`src/kinpira_params.svh`:
```
`ifndef KINPIRA_PARAMS_SVH
`define KINPIRA_PARAMS_SVH

// Datapath widths
`define DWIDTH  16
`define AWIDTH  32

// Memory address widths
`define IMGSIZE 12
`define NETSIZE 12

`define LWIDTH  10
`define RWIDTH  4

// Fixed point fraction bits
`define FRAC    8

// Host register map
`define REG_WHICH      0
`define REG_REQ        1
`define REG_IN_OFFSET  2
`define REG_OUT_OFFSET 3
`define REG_NET_OFFSET 4
`define REG_TOTAL_OUT  5
`define REG_TOTAL_IN   6
`define REG_ACK        15

`endif
```
`src/kinpira_pkg.sv`:
```
`include "kinpira_params.svh"

package kinpira_pkg;

  typedef logic [31:0] word_t;

  typedef logic signed [`DWIDTH-1:0] data_t;
  typedef logic signed [`AWIDTH-1:0] acc_t;

  typedef logic [`IMGSIZE-1:0] img_addr_t;
  typedef logic [`NETSIZE-1:0] net_addr_t;
  typedef logic [`LWIDTH-1:0]  count_t;
  typedef logic [`RWIDTH-1:0]  reg_addr_t;

  // Owner of the image memory, codes 2 and 3 behave as host
  typedef enum logic [1:0] {
    WHICH_HOST  = 2'd0,
    WHICH_DENSE = 2'd1
  } which_t;

  typedef enum logic [2:0] {
    S_IDLE,
    S_LOAD,
    S_DRAIN,
    S_WRITE,
    S_DONE
  } dense_state_t;

endpackage

```
`src/img_arbiter.sv`:
```
module img_arbiter (
  input  logic                   clk,
  input  logic                   xrst,
  input  kinpira_pkg::which_t    which,
  input  logic                   req,
  input  logic                   dense_ack,
  input  logic                   img_valid,
  input  logic                   img_we,
  input  kinpira_pkg::img_addr_t img_addr,
  input  kinpira_pkg::data_t     img_wdata,
  input  logic                   img_rready,
  input  logic                   eng_we,
  input  kinpira_pkg::img_addr_t eng_addr,
  input  kinpira_pkg::data_t     eng_wdata,
  input  kinpira_pkg::data_t     mem_rdata,
  output logic                   img_ready,
  output logic                   img_rvalid,
  output kinpira_pkg::data_t     img_rdata,
  output logic                   dense_req,
  output logic                   ack,
  output kinpira_pkg::data_t     eng_rdata,
  output logic                   mem_we,
  output kinpira_pkg::img_addr_t mem_addr,
  output kinpira_pkg::data_t     mem_wdata
);

  logic               host_mode;
  logic               host_fire;
  logic               rd_fresh;
  kinpira_pkg::data_t rd_hold;

  assign host_mode = which != kinpira_pkg::WHICH_DENSE;
  assign img_ready = host_mode && (!img_rvalid || img_rready);
  assign host_fire = img_valid && img_ready;

  assign mem_we    = host_mode ? host_fire && img_we : eng_we;
  assign mem_addr  = host_mode ? img_addr : eng_addr;
  assign mem_wdata = host_mode ? img_wdata : eng_wdata;

  assign dense_req = !host_mode && req;
  assign ack       = host_mode ? 1'b1 : dense_ack;
  assign eng_rdata = mem_rdata;

  always_ff @(posedge clk) begin
    if (!xrst) begin
      img_rvalid <= 1'b0;
      rd_fresh   <= 1'b0;
    end else begin
      rd_fresh <= host_fire && !img_we;
      if (host_fire && !img_we) begin
        img_rvalid <= 1'b1;
      end else if (img_rready) begin
        img_rvalid <= 1'b0;
      end
    end
  end

  // RAM output is only good for one cycle, keep a copy after that
  always_ff @(posedge clk) begin
    if (rd_fresh) begin
      rd_hold <= mem_rdata;
    end
  end

  assign img_rdata = rd_fresh ? mem_rdata : rd_hold;

  eng_write_owned: assert property (
    @(posedge clk) disable iff (!xrst)
    eng_we |-> which == kinpira_pkg::WHICH_DENSE
  );

endmodule

```
`config.mk`:
```
export PLATFORM = sky130hd
export DESIGN_NAME = img_arbiter
export DESIGN_NICKNAME = d
export VERILOG_FILES = /design/src/kinpira_pkg.sv /design/src/img_arbiter.sv
export VERILOG_INCLUDE_DIRS = /design/src
export SDC_FILE = /design/constraint.sdc
export NUM_CORES = 1
export LEC_CHECK = 0
export ABC_AREA = 0
export ABC_CLOCK_PERIOD_IN_PS = 3400
export BUFFER_PORTS_ARGS = -buffer_cell sky130_fd_sc_hd__buf_2
export CAP_MARGIN = 30
export CORE_UTILIZATION = 35
export CTS_CLUSTER_SIZE = 24
export DETAILED_ROUTE_END_ITERATION = 6
export GPL_TIMING_DRIVEN = 0
export HOLD_SLACK_MARGIN = 0.06
export PLACE_DENSITY = 0.81
export SYNTH_ARGS = -nofsm -noshare
export SYNTH_HDL_FRONTEND = slang
export SYNTH_SLANG_ARGS = --single-unit
```
`constraint.sdc`:
```
create_clock -name clk -period 3.4 [get_ports clk]
set_input_delay 0.68 -clock clk [delete_from_list [all_inputs] [get_ports clk]]
set_output_delay 0.68 -clock clk [all_outputs]
set_load 0.05 [all_outputs]
```
## Yosys cells after proc, flatten, opt, wreduce, memory -nomap -nowiden

Index checks and enable logic that the tools add are counted.

- Input port bits: 82
- Word-level logic and storage cells: 21
- Output and inout port bits: 65
- Bits in registers: 18

- Equal/unequal tests: 1
- Reductions and logical operators: 10
- Multiplexer cells: 7

Operator list:

| operator | number |
|---|---|
| 2-to-1 mux 16 bit | 2 |
| 2-to-1 mux 12 bit | 1 |
| logical AND 1 bit | 5 |
| 2-to-1 mux 1 bit | 4 |
| logical NOT 1 bit | 3 |
| inequality test 2 x 1 -> 1 bit, second input constant | 1 |
| nonzero test 2 bit | 1 |
| logical OR 1 bit | 1 |

## Logic depth before layout (Yosys ltp)

- Depth in word-level cells: 6
- Gate-level depth with buffers: 5
- Depth with buffers taken out: 3

## Worst setup path before layout

Ideal clock, no wire load.

- Path kind: input -> output
- Start point: input port which[0]
- End point: output port mem_we
- Data arrival time: 2.282 ns
- Cell stages on the path: 4
- Slack: 0.438 ns
- Cell sequence: nor2b_4 -> buf_6 -> buf_6 -> o31ai_1

- Word-level cells in the longest chain between the ends: 5

RTL lines:

| what | line | RTL |
|---|---|---|
| start: declaration | img_arbiter.sv:4 | `input kinpira_pkg::which_t which,` |
| inequality test 2 x 1 -> 1 bit * | img_arbiter.sv:32 | `assign host_mode = which != kinpira_pkg::WHICH_DENSE;` |
| logical AND 1 bit | img_arbiter.sv:33 | `assign img_ready = host_mode && (!img_rvalid \|\| img_rready);` |
| logical AND 1 bit | img_arbiter.sv:34 | `assign host_fire = img_valid && img_ready;` |
| logical AND 1 bit | img_arbiter.sv:36 | `assign mem_we = host_mode ? host_fire && img_we : eng_we;` |
| 2-to-1 mux 1 bit * | img_arbiter.sv:36 |  |
| end: declaration | img_arbiter.sv:22 | `output logic mem_we,` |

Every way passes the cells marked *; elsewhere a longest branch is shown, timed or not.

## Worst setup path after layout

- Start point: input port which[1]
- End point: output port mem_wdata[14]

- Word-level cells in the longest chain between the ends: 2

RTL lines:

| what | line | RTL |
|---|---|---|
| inequality test 2 x 1 -> 1 bit | img_arbiter.sv:32 |  |
| 2-to-1 mux 16 bit | img_arbiter.sv:38 | `assign mem_wdata = host_mode ? img_wdata : eng_wdata;` |
| end: declaration | img_arbiter.sv:24 | `output kinpira_pkg::data_t mem_wdata` |

No other way between the ends.

==> summary.md <==
| Metric | Value |
|---|---|
| Initial Util | 36.75% |
| Die ar. | about 3700 sq um |
| GP Congestion | 0.7039 |
| Final #Nets | ~330 |
| Final setup viols | 0 |
| Max Root-Sink Buffers | 2 |
| Cell area after layout | between 2000 and 2500 sq um |
| Synthesized Nets | 177 |
| Met2 Use GR | 32.61% |
| Pwr dens | 469.3 nW/um^2 |
| Worst Hold Class | reg -> reg |
| Via count | roughly 1200 |
| WL/cell | between 10 and 15 um |
| Vias in the first global route | 1105 |
| Met1 global-route usage | about an eighth |
| Synth Cell Area | between 1000 and 1500 sq um |
| RSZ-0062 raised after global routing | no |
| CTS tree | yes |
| Final Skew | around 0.0046 ns |
| Number of diodes | 0 |
| # IOs | 147 |
| Setup_tns | 0 ns |
| Number of setup buffers added after CTS | 0 |
| Largest net degree at the start of global routing | 11 |
| Worst-Margin Slew | between 0.2 and 0.3 ns |
| Number of buffers added on ports | about 150 |
| CP Capture Type | output port |
| Initial antenna violation count | 0 |
| Synthesized instance count | between 90 and 100 |
| CTS clk-pin slew, worst paths | about 0.11 ns |
| Total track usage | ~16% |
| Max_slew headroom | between 80 and 90% |
| Place WS | about 0.99 ns |
| Seq/Total Area, Yosys | 29.39% |
| Syn Area/Cell | about 13 sq um |
| YS warnings | 0 |
| Cell total after placement | ~290 |
| CTS Buf Count | 3 |
| CP Class | in -> out |
| Maximum clock frequency | roughly 420 MHz |
| Layout area overhead | 67.25% |
| Crit path time final | between 2 and 2.5 ns |
| Die X | just over 60 um |
| Drt via density | around 4.3 |
| Clock latency on the worst-skew pair | 0.29 ns |
| Non-filler cells in the finished layout | approximately 290 |
| Crit path arrival time | approximately 1.7 ns |
| Max H-tree Level | 1 |
| M3 GR Usage | under 10% |
| Post-route DRC | 0 |
| Grt peak-use layer | met2 |
| Synth unique cells | 17 |
| Root Buffer Master | clkbuf_4 |
| Cell Rows | 21 |
| Fillers | between 300 and 400 |
| HPWL after detailed placement | approximately 3000 um |
| Critical Path Max Stage Delay | 0.31 ns |
| CP delay by family, top | buffers and inverters |
| Setup slack after layout | 0.9980 ns |
| CP Cell Sequence | buf_2 -> nor2b_4 -> buf_6 -> buf_6 -> mux2_4 -> buf_2 |
| Hold buffers post-CTS | 0 |
| CORE AREA | around 3300 sq um |
| Chip height | around 61 um |
| Area after DPL | around 2000 sq um |
| Total gr overflow | 0 |
| Cell with the largest stage delay on the worst path | mux2_4 |
| First-pass DRT Iterations | 4 |
| Post-layout util | between 60% and 70% |
| Crit Path Max Fanout | 10 |
| Pleak | around 1.2 nW |
| CP bufs+invs | 4 |
| Final hold vios | 0 |
| First-pass GRT wire length | approximately 4500 um |
| Antenna-violating nets left | 0 |
| Synthesis-stage register bit count | 18 |
| Initial DRC count | 19 |
| Part of the cycle the worst path needs | between 70% and 80% |
| Outcome | finished clean |
| Max-slew violations | 0 |
| CTS sink count | 18 |
| Post-CTS Resized | 0 |
| Worst VDD drop | ~400 uV |
| Critical Path RT | approximately 2.7 ns |
| Worst Setup Start Kind | input port |
| Share of layout cells above drive strength 1 | 88.98% |
| Maxcap violations | 0 |
| Final wirelength | 3434 um |
==> layout by cell type (no fill, tap or decap) <==
cell      instances
buf_12            2
and4b_1           1
and2_1            1
nand2b_1          1
mux2_2           19
nor2b_1           1
dfxtp_1          18
buf_2           147
clkbuf_4          3
clkbuf_8          1
o31ai_1           1
nand2_1           2
nor2_1            1
o21a_1            1
mux2_4           25
nor3b_2           1
buf_4            17
buf_6             2
nor2b_4           1
==> synth_stat cells <==
cell      count  area, sq um
buf_2         1        5.000
and2_1        1        6.260
nor2b_1       1        6.260
buf_6         2        22.52
dfxtp_1      18        360.4
mux2_2       19        214.0
nor2b_4       1        13.76
o21a_1        1        7.510
buf_12        2        40.04
nand2b_1      1        6.260
mux2_4       25        375.4
buf_4        17        127.6
and4b_1       1        10.01
nor3b_2       1        12.51
o31ai_1       1        7.510
nand2_1       2        7.510
nor2_1        1        3.750
==> cells by family (layout without fill, tap and decap cells) <==
| kind of cell | count (synthesis) | in the layout | synth area share [%] |
|---|---|---|---|
| flops | 18 | 18 | 29.39 |
| buf+inv | 22 | 172 | 15.92 |
| mux | 44 | 44 | 48.06 |
| compound gates | 2 | 2 | 1.225 |
| simple gates | 9 | 9 | 5.409 |
==> worst register-to-register path, delay by kind of cell, from the launching register on <==
family   cells  cell delay, ns
mux          1            0.36
flops        1            0.31
buf+inv      2            0.40
==> worst paths after layout <==
check	cells after the start	slack (ns)	from	to
hold / removal	1	0.48	rd_hold[12]	rd_hold[12]
setup / recovery	6	1.0	which[1]	mem_wdata[14]
hold reg to reg	1	0.48	rd_hold[12]	rd_hold[12]
setup reg to reg	3	2.23	rd_fresh	rd_hold[3]
==> power breakdown <==
group / total (W) / internal (W) / switching (W) / leakage (nW)
Combinational: 0.000567 / 0.000181 / 0.000386 / 0.987
Clock: 0.000130 / 0.0000651 / 0.0000650 / 0.0210
Sequential: 0.000266 / 0.000256 / 0.00000952 / 0.151
Total: 0.000962 / 0.000502 / 0.000461 / 1.16
==> layout make-up <==
cell class	count	area (sq um)	area share, %
timing repair buffer	146	730.7	35.63
multi-input combinational	55	670.6	32.70
sequential	18	360.3	17.57
buffer	22	195.2	9.518
tap	46	57.56	2.807
clock buffer	4	36.28	1.769
==> through the flow <==
stage | hold WS (ns) | total power (W)
floorplan | 0.6770 | 0.0007096
CTS | 0.4828 | 0.0009720
global placement | 0.4532 | 0.0008334
global route | 0.4922 | 0.001003
detailed placement | 0.4573 | 0.0008410
finish | 0.4800 | 0.0009624
==> routing by layer <==
metal	wire length [um]	share of wire, %	up-vias
met3	486	14	4
met5	0	0	-
met2	1815	53	78
li1	-	-	613
met1	1097	32	548
met4	35	1.0	0
==> flip-flops by register name, indices dropped and copies added, names as in the netlist <==
| signal | flops |
|---|---|
| rd_hold | 16 |
| img_rvalid | 1 |
| rd_fresh | 1 |
Note: power is estimated with default switching activity, not from simulation.
