===== config.mk =====
export PLATFORM = sky130hd
export DESIGN_NAME = param_regs
export DESIGN_NICKNAME = d
export VERILOG_FILES = /design/src/kinpira_pkg.sv /design/src/param_regs.sv
export VERILOG_INCLUDE_DIRS = /design/src
export SDC_FILE = /design/constraint.sdc
export NUM_CORES = 1
export LEC_CHECK = 0
export ABC_AREA = 0
export BUFFER_PORTS_ARGS = -buffer_cell sky130_fd_sc_hd__buf_4
export CORE_UTILIZATION = 30
export DETAILED_ROUTE_END_ITERATION = 8
export HOLD_SLACK_MARGIN = 0.05
export PLACE_DENSITY = 0.59
export SLEW_MARGIN = 20
export SYNTH_ARGS = -nofsm -noshare
export SYNTH_HDL_FRONTEND = slang
export SYNTH_SLANG_ARGS = --single-unit
export TNS_END_PERCENT = 20

===== constraint.sdc =====
create_clock -name clk -period 1.4 [get_ports clk]
set_input_delay 0 -clock clk [delete_from_list [all_inputs] [get_ports clk]]
set_output_delay 0 -clock clk [all_outputs]
set_load 0.03 [all_outputs]

===== src/kinpira_params.svh =====
`ifndef KINPIRA_PARAMS_SVH
`define KINPIRA_PARAMS_SVH

// Datapath widths
`define DWIDTH  16
`define AWIDTH  32

// Memory address widths
`define IMGSIZE 12
`define NETSIZE 12

`define LWIDTH  10
`define RWIDTH  4

// Fixed point fraction bits
`define FRAC    8

// Host register map
`define REG_WHICH      0
`define REG_REQ        1
`define REG_IN_OFFSET  2
`define REG_OUT_OFFSET 3
`define REG_NET_OFFSET 4
`define REG_TOTAL_OUT  5
`define REG_TOTAL_IN   6
`define REG_ACK        15

`endif

===== src/kinpira_pkg.sv =====
`include "kinpira_params.svh"

package kinpira_pkg;

  typedef logic [31:0] word_t;

  typedef logic signed [`DWIDTH-1:0] data_t;
  typedef logic signed [`AWIDTH-1:0] acc_t;

  typedef logic [`IMGSIZE-1:0] img_addr_t;
  typedef logic [`NETSIZE-1:0] net_addr_t;
  typedef logic [`LWIDTH-1:0]  count_t;
  typedef logic [`RWIDTH-1:0]  reg_addr_t;

  // Owner of the image memory, codes 2 and 3 behave as host
  typedef enum logic [1:0] {
    WHICH_HOST  = 2'd0,
    WHICH_DENSE = 2'd1
  } which_t;

  typedef enum logic [2:0] {
    S_IDLE,
    S_LOAD,
    S_DRAIN,
    S_WRITE,
    S_DONE
  } dense_state_t;

endpackage


===== src/param_regs.sv =====
`include "kinpira_params.svh"

module param_regs (
  input  logic                   clk,
  input  logic                   xrst,
  input  logic                   reg_valid,
  input  logic                   reg_we,
  input  kinpira_pkg::reg_addr_t reg_addr,
  input  kinpira_pkg::word_t     reg_wdata,
  input  logic                   reg_rready,
  input  logic                   ack,
  output logic                   reg_ready,
  output logic                   reg_rvalid,
  output kinpira_pkg::word_t     reg_rdata,
  output kinpira_pkg::which_t    which,
  output logic                   req,
  output kinpira_pkg::img_addr_t in_offset,
  output kinpira_pkg::img_addr_t out_offset,
  output kinpira_pkg::net_addr_t net_offset,
  output kinpira_pkg::count_t    total_out,
  output kinpira_pkg::count_t    total_in
);

  logic               wr_fire;
  logic               rd_fire;
  kinpira_pkg::word_t rd_word;

  // Stall new requests only while a read response waits
  assign reg_ready = !reg_rvalid || reg_rready;
  assign wr_fire   = reg_valid && reg_ready && reg_we;
  assign rd_fire   = reg_valid && reg_ready && !reg_we;

  always_ff @(posedge clk) begin
    if (!xrst) begin
      which      <= kinpira_pkg::WHICH_HOST;
      req        <= 1'b0;
      in_offset  <= '0;
      out_offset <= '0;
      net_offset <= '0;
      total_out  <= '0;
      total_in   <= '0;
    end else if (wr_fire) begin
      case (reg_addr)
        `REG_WHICH:      which      <= kinpira_pkg::which_t'(reg_wdata[1:0]);
        `REG_REQ:        req        <= reg_wdata[0];
        `REG_IN_OFFSET:  in_offset  <= reg_wdata[`IMGSIZE-1:0];
        `REG_OUT_OFFSET: out_offset <= reg_wdata[`IMGSIZE-1:0];
        `REG_NET_OFFSET: net_offset <= reg_wdata[`NETSIZE-1:0];
        `REG_TOTAL_OUT:  total_out  <= reg_wdata[`LWIDTH-1:0];
        `REG_TOTAL_IN:   total_in   <= reg_wdata[`LWIDTH-1:0];
        default: ;
      endcase
    end
  end

  // Readback mux, fields zero extended
  always_comb begin
    case (reg_addr)
      `REG_WHICH:      rd_word = kinpira_pkg::word_t'(which);
      `REG_REQ:        rd_word = {31'b0, req};
      `REG_IN_OFFSET:  rd_word = kinpira_pkg::word_t'(in_offset);
      `REG_OUT_OFFSET: rd_word = kinpira_pkg::word_t'(out_offset);
      `REG_NET_OFFSET: rd_word = kinpira_pkg::word_t'(net_offset);
      `REG_TOTAL_OUT:  rd_word = kinpira_pkg::word_t'(total_out);
      `REG_TOTAL_IN:   rd_word = kinpira_pkg::word_t'(total_in);
      `REG_ACK:        rd_word = {31'b0, ack};
      default:         rd_word = '0;
    endcase
  end

  always_ff @(posedge clk) begin
    if (!xrst) begin
      reg_rvalid <= 1'b0;
    end else if (rd_fire) begin
      reg_rvalid <= 1'b1;
    end else if (reg_rready) begin
      reg_rvalid <= 1'b0;
    end
  end

  always_ff @(posedge clk) begin
    if (rd_fire) begin
      reg_rdata <= rd_word;
    end
  end

  // Held response must not change under back-pressure
  rdata_hold: assert property (
    @(posedge clk) disable iff (!xrst)
    reg_rvalid && !reg_rready |=> $stable(reg_rdata)
  );

endmodule


# Word-level counts from Yosys, hierarchy flattened
# Cells that the tools add are included.
word_totals:
  regBits: 92
  inputBits: 42
op_classes:
  reduce_logical: 15
  mux: 3
  n_eq_ne: 7
op_table:
  columns: ["operator", "n"]
  rows:
  - ["case mux 12 bit (8 select lines)", 1]
  - ["AND reduction 2 bit", 7]
  - ["== test 4 x 3 -> 1 bit, second input constant", 3]
  - ["== test 4 x 2 -> 1 bit, second input constant", 2]
  - ["== test 4 x 1 -> 1 bit, second input constant", 1]
  - ["== test 4 bit, second input constant", 1]
  - ["zero test 4 bit", 1]
  - ["logical AND 1 bit", 3]
  - ["zero test 1 bit", 2]
  - ["2-to-1 mux 1 bit", 2]
  - ["nonzero test 2 bit", 1]
  - ["logical OR 1 bit", 1]

# Longest topological paths before layout
logic_depth:
  depth_word: 5
  ltp_mapped: 6

# Worst setup path after synthesis
# OpenSTA, ideal clock, no wires.
synth_path:
  path_kind: "reg-to-reg"
  startpoint: "register reg_rvalid"
  endpoint: "register reg_rdata[0], enable pin"
  t_arrival_ps: 1298
  period_less_slack_ps: 1678
  stages_incl_launch_ff: 4
  setup_slack_ps: -278
  path_buffers: 1
  setup_ps: 380
  path_cell_list: "dfxtp_1 nor2b_1 buf_2 nor2_1"
synth_between:
  elab_chain_cells: 4
synth_rtl:
  columns: ["item", "line_no", "text"]
  rows:
  - ["start, declared", "param_regs.sv:13", "output logic reg_rvalid,"]
  - ["start signal, assigned", "param_regs.sv:73", "reg_rvalid <= 1'b0;"]
  - ["start signal, assigned", "param_regs.sv:75", "reg_rvalid <= 1'b1;"]
  - ["start signal, assigned", "param_regs.sv:77", "reg_rvalid <= 1'b0;"]
  - ["zero test 1 bit", "param_regs.sv:29", "assign reg_ready = !reg_rvalid || reg_rready;"]
  - ["logical OR 1 bit", "param_regs.sv:29", null]
  - ["logical AND 1 bit (2 in a row)", "param_regs.sv:31", "assign rd_fire = reg_valid && reg_ready && !reg_we;"]
  - ["net rd_fire", "param_regs.sv:25", "logic rd_fire;"]
  - ["end signal, assigned", "param_regs.sv:83", "reg_rdata <= rd_word;"]
  - ["end, declared", "param_regs.sv:14", "output kinpira_pkg::word_t reg_rdata,"]
# The timed path passes the listed nets, and every way through them passes these cells.
# A chain may end at the register's enable or synchronous reset.

# Final worst setup path
layout_path:
  startpoint: "register reg_rvalid"
  endpoint: "register req"
layout_between:
  elab_chain_cells: 5
layout_rtl:
  columns: ["item", "line_no", "text"]
  rows:
  - ["zero test 1 bit", "param_regs.sv:29", null]
  - ["logical OR 1 bit", "param_regs.sv:29", null]
  - ["logical AND 1 bit (2 in a row)", "param_regs.sv:30", "assign wr_fire = reg_valid && reg_ready && reg_we;"]
  - ["AND reduction 2 bit (no source line)", null, null]
  - ["end signal, assigned", "param_regs.sv:45", "`REG_REQ: req <= reg_wdata[0];"]
  - ["end, declared", "param_regs.sv:16", "output logic req,"]
# No other way between the ends.

==> flow_metrics.env <==
export IMPL_place_area_mm2=0.00438
export IMPL_rsz0062_at_grt="yes"
export IMPL_grt_max_degree=64
export IMPL_start_kind="register"
export IMPL_crit_required_ns=1.61
export IMPL_cts_tree="built"
export IMPL_synth_flop_cell="dfxtp_1"
export IMPL_ff2ff_path_depth=4
export IMPL_diodes=0
export IMPL_drc=0
export IMPL_path_class="reg2reg"
export IMPL_hold_ws_ns=0.0201
export IMPL_netlist_instances=325
export IMPL_vias=2717
export IMPL_yosys_warnings=0
export IMPL_post_cts_buffers=0
export IMPL_viasPerCell=4.57
export IMPL_numCtsBuffers=9
export IMPL_synth_area_leader_cell="dfxtp_1"
export IMPL_h_tree_depth=3
export IMPL_synth_seq_cells=72
export IMPL_slew_headroom_pct=42.5
export IMPL_crit_fanout=8
export IMPL_violations="setup timing"
export IMPL_avgSynthCellArea_um2=10.7
export IMPL_dp_cells=566
export IMPL_final_common_cell="buf_4"
export IMPL_seqCellArea_mm2=0.00157
export IMPL_antenna_left=0
export IMPL_firstDrtPassIters=4
export IMPL_slowest_stage="or4_4"
export IMPL_worst_pin_slew_ns=0.861
export IMPL_max_freq_ghz=0.704
export IMPL_post_drt_wl_per_cell_um=15.9
export IMPL_p_per_area_mw_per_mm2=1010
export IMPL_worstReg2RegStart="reg_rvalid"
export IMPL_worstSetupStartpoint="reg_rvalid"
export IMPL_finalCriticalPeriod_ns=1.42
export IMPL_critPathBufInv=0
export IMPL_peakVddDrop_v=0.000505
export IMPL_drv_slew=0
export IMPL_slowest_delay_ns=0.50
export IMPL_antenna_found_initial=0
export IMPL_syn_cell_area_mm2=0.00346
export IMPL_nNetsFinal=491
export IMPL_overflow=0
export IMPL_critPathCaptureType="register"
export IMPL_yosysUniqueCellTypes=39
export IMPL_grt_pass1_wl_mm=14.7
export IMPL_arrival_ns=1.63
export IMPL_drive_gt1_share_pct=33.7
export IMPL_swShare_pct=24.1
export IMPL_io_buffers=94
export IMPL_setup_viol=1
export IMPL_cts_root_buf="clkbuf_16"
export IMPL_regToRegEndpoint="req"
export IMPL_fp_dieH_um=109
export IMPL_fin_ws_ns=-0.0202
export IMPL_start_util_pct=31.4
export IMPL_clockBufferDepth=2
export IMPL_dr_first_iter_drc_count=82
export IMPL_finalCritPeriodShare_pct=101
export IMPL_crit_family="simple AND/OR/NAND/NOR gates"
export IMPL_postLayoutCellArea_mm2=0.00483
export IMPL_seqPwrFrac_pct=44.3
export IMPL_fin_skew_ns=0.00731
export IMPL_combPwrFrac_pct=10.7
export IMPL_clkLatencyLatePin_ns=0.33
export IMPL_hold_path_class="in2reg"
export IMPL_dp_hpwl_mm=7.01
export IMPL_internal_power_mw=3.68
export IMPL_ys_seq_area_share_pct=45.1
export IMPL_synthToLayoutAreaGrowth_pct=39.4
export IMPL_synth_top_area_share_pct=34.7
export IMPL_synth_edf_count=12
export IMPL_finalHoldViolCount=0
export IMPL_p_sw_mw=1.17
export IMPL_final_cells=594
export IMPL_grt_pass1_vias=2697
export IMPL_multiInputGateArea_mm2=0.00171
export IMPL_pwr_share_clk_pct=45.0
export IMPL_grt_usage_pct=16.6
export IMPL_worst_path_stages=4
export IMPL_dieArea_mm2=0.0120
export IMPL_hold_depth=4
export IMPL_cts_sink_count=72
export IMPL_die_w_um=109
export IMPL_status="finished with violations"
export IMPL_crit_chain="nor2b_4, or4_4, o211ai_1, o31ai_1"
export IMPL_fill_cells=1081
export IMPL_yosys_top_cells_area="dfxtp_1 35%, mux2i_1 16%, nor2b_1 11%"
export IMPL_wl_mm=9.42
export IMPL_hold_buffers=13
export IMPL_critPathCapture="req"
export IMPL_routabilityCongestion=0.779
export IMPL_ioPinCount=135
export IMPL_synthArstFlopShare_pct=0
export IMPL_finalPower_mw=4.85
export IMPL_cts_reportedPaths_clkPinSlew_ns=0.06
export IMPL_max_cap_violations=0
export IMPL_mostFrequentLayoutCells="120 x buf_4, 59 x nor2b_1, 59 x dfxtp_1"
export IMPL_rows=38
export IMPL_core_area_mm2=0.0110
export IMPL_p_leak_nw=1.87
export IMPL_setup_tns_final_ns=-0.0202
export IMPL_rrSetupSlack_ns=-0.02
==> how the worst min path moves through the flow <==
stage	slack, ns	to	from
2_1_floorplan	0.13	which[0]	reg_wdata[0]
3_3_place_gp	0.28	which[1]	reg_wdata[1]
3_5_place_dp	0.28	which[1]	reg_wdata[1]
4_1_cts	0.12	reg_rvalid	reg_rready
5_1_grt	0.03	reg_rvalid	reg_rready
6_report	0.02	reg_rvalid	reg_rready
==> stage by stage <==
stage / util [%] / setup slack [ns]
2_1_floorplan: - / -0.106
3_3_place_gp: 39.7 / -0.136
3_5_place_dp: 39.7 / -0.146
4_1_cts: 43.9 / -0.0988
5_1_grt: 43.8 / -0.0841
6_report: 43.8 / -0.0202
==> cells in the mapped netlist (2+ instances only) <==
master	instances
a211oi_1	4
a21o_1	5
a221oi_1	8
a22oi_1	7
and4bb_1	2
buf_2	4
buf_4	23
buf_6	4
clkbuf_1	12
dfxtp_1	60
edfxtp_1	12
inv_1	4
mux2_2	2
mux2i_1	57
nand2_1	17
nand2b_1	5
nand3_1	3
nand3b_1	2
nor2_1	3
nor2b_1	60
nor3_1	2
nor3b_4	3
nor4b_4	2
o21ai_0	3
o21ai_1	3
o22ai_1	4
or4_1	2
==> flip-flops by register name (all words and copies together) (netlist names), 2 cells and up <==
| register | count |
|---|---|
| in_offset | 12 |
| net_offset | 12 |
| out_offset | 12 |
| reg_rdata | 12 |
| total_in | 10 |
| total_out | 10 |
| which | 2 |
==> metal layers <==
| metal | vias up | global-route usage (%) | wire [µm] |
|---|---|---|---|
| met5 | - | 0 | 0 |
| met1 | 1294 | 20.2 | 4300 |
| met3 | 4 | 5.22 | 438 |
| met4 | 0 | 4.57 | 59 |
| li1 | 1348 | - | - |
| met2 | 71 | 28.1 | 4630 |
==> worst register-to-register path: cells and delay by family, from the launching register on <==
kind,cells,cell delay [ns]
and+or+nand+nor,2,0.67
DFF,1,0.34
AOI/OAI and AO/OA,2,0.29
==> layout make-up <==
type	count	share of cell area [%]
clock buffers	13	5.63
repair buffers	137	22.3
well taps	140	3.63
multi-input cells	225	35.4
flip-flops and latches	72	32.4
clock inverters	3	0.311
inverters	4	0.311
==> power by group through the flow <==
stage               Combinational [mW]  Sequential (mW)  Clock (mW)
finish                           0.520             2.15        2.18
global route                     0.558             2.15        2.33
CTS                              0.526             2.15        2.25
detailed placement               0.488             2.19           0
global placement                 0.485             2.20           0
floorplan                        0.289             2.25           0
==> logic make-up after synthesis <==
family                 after synthesis  synth area share [%]
buffers and inverters               47                  8.60
AND/OR/NAND/NOR                    105                  20.0
other                                1                 0.108
flip-flops                          72                  45.1
multiplexers                        60                  17.8
AO/OA/AOI/OAI                       40                  8.42
==> repair_timing <==
item	in CTS	in global routing
endpoints found under the setup margin	57	52
resized for setup	9	2
endpoints found under the hold margin	60	1
pin swaps	2	3
Power figures use the tool's default switching activity.
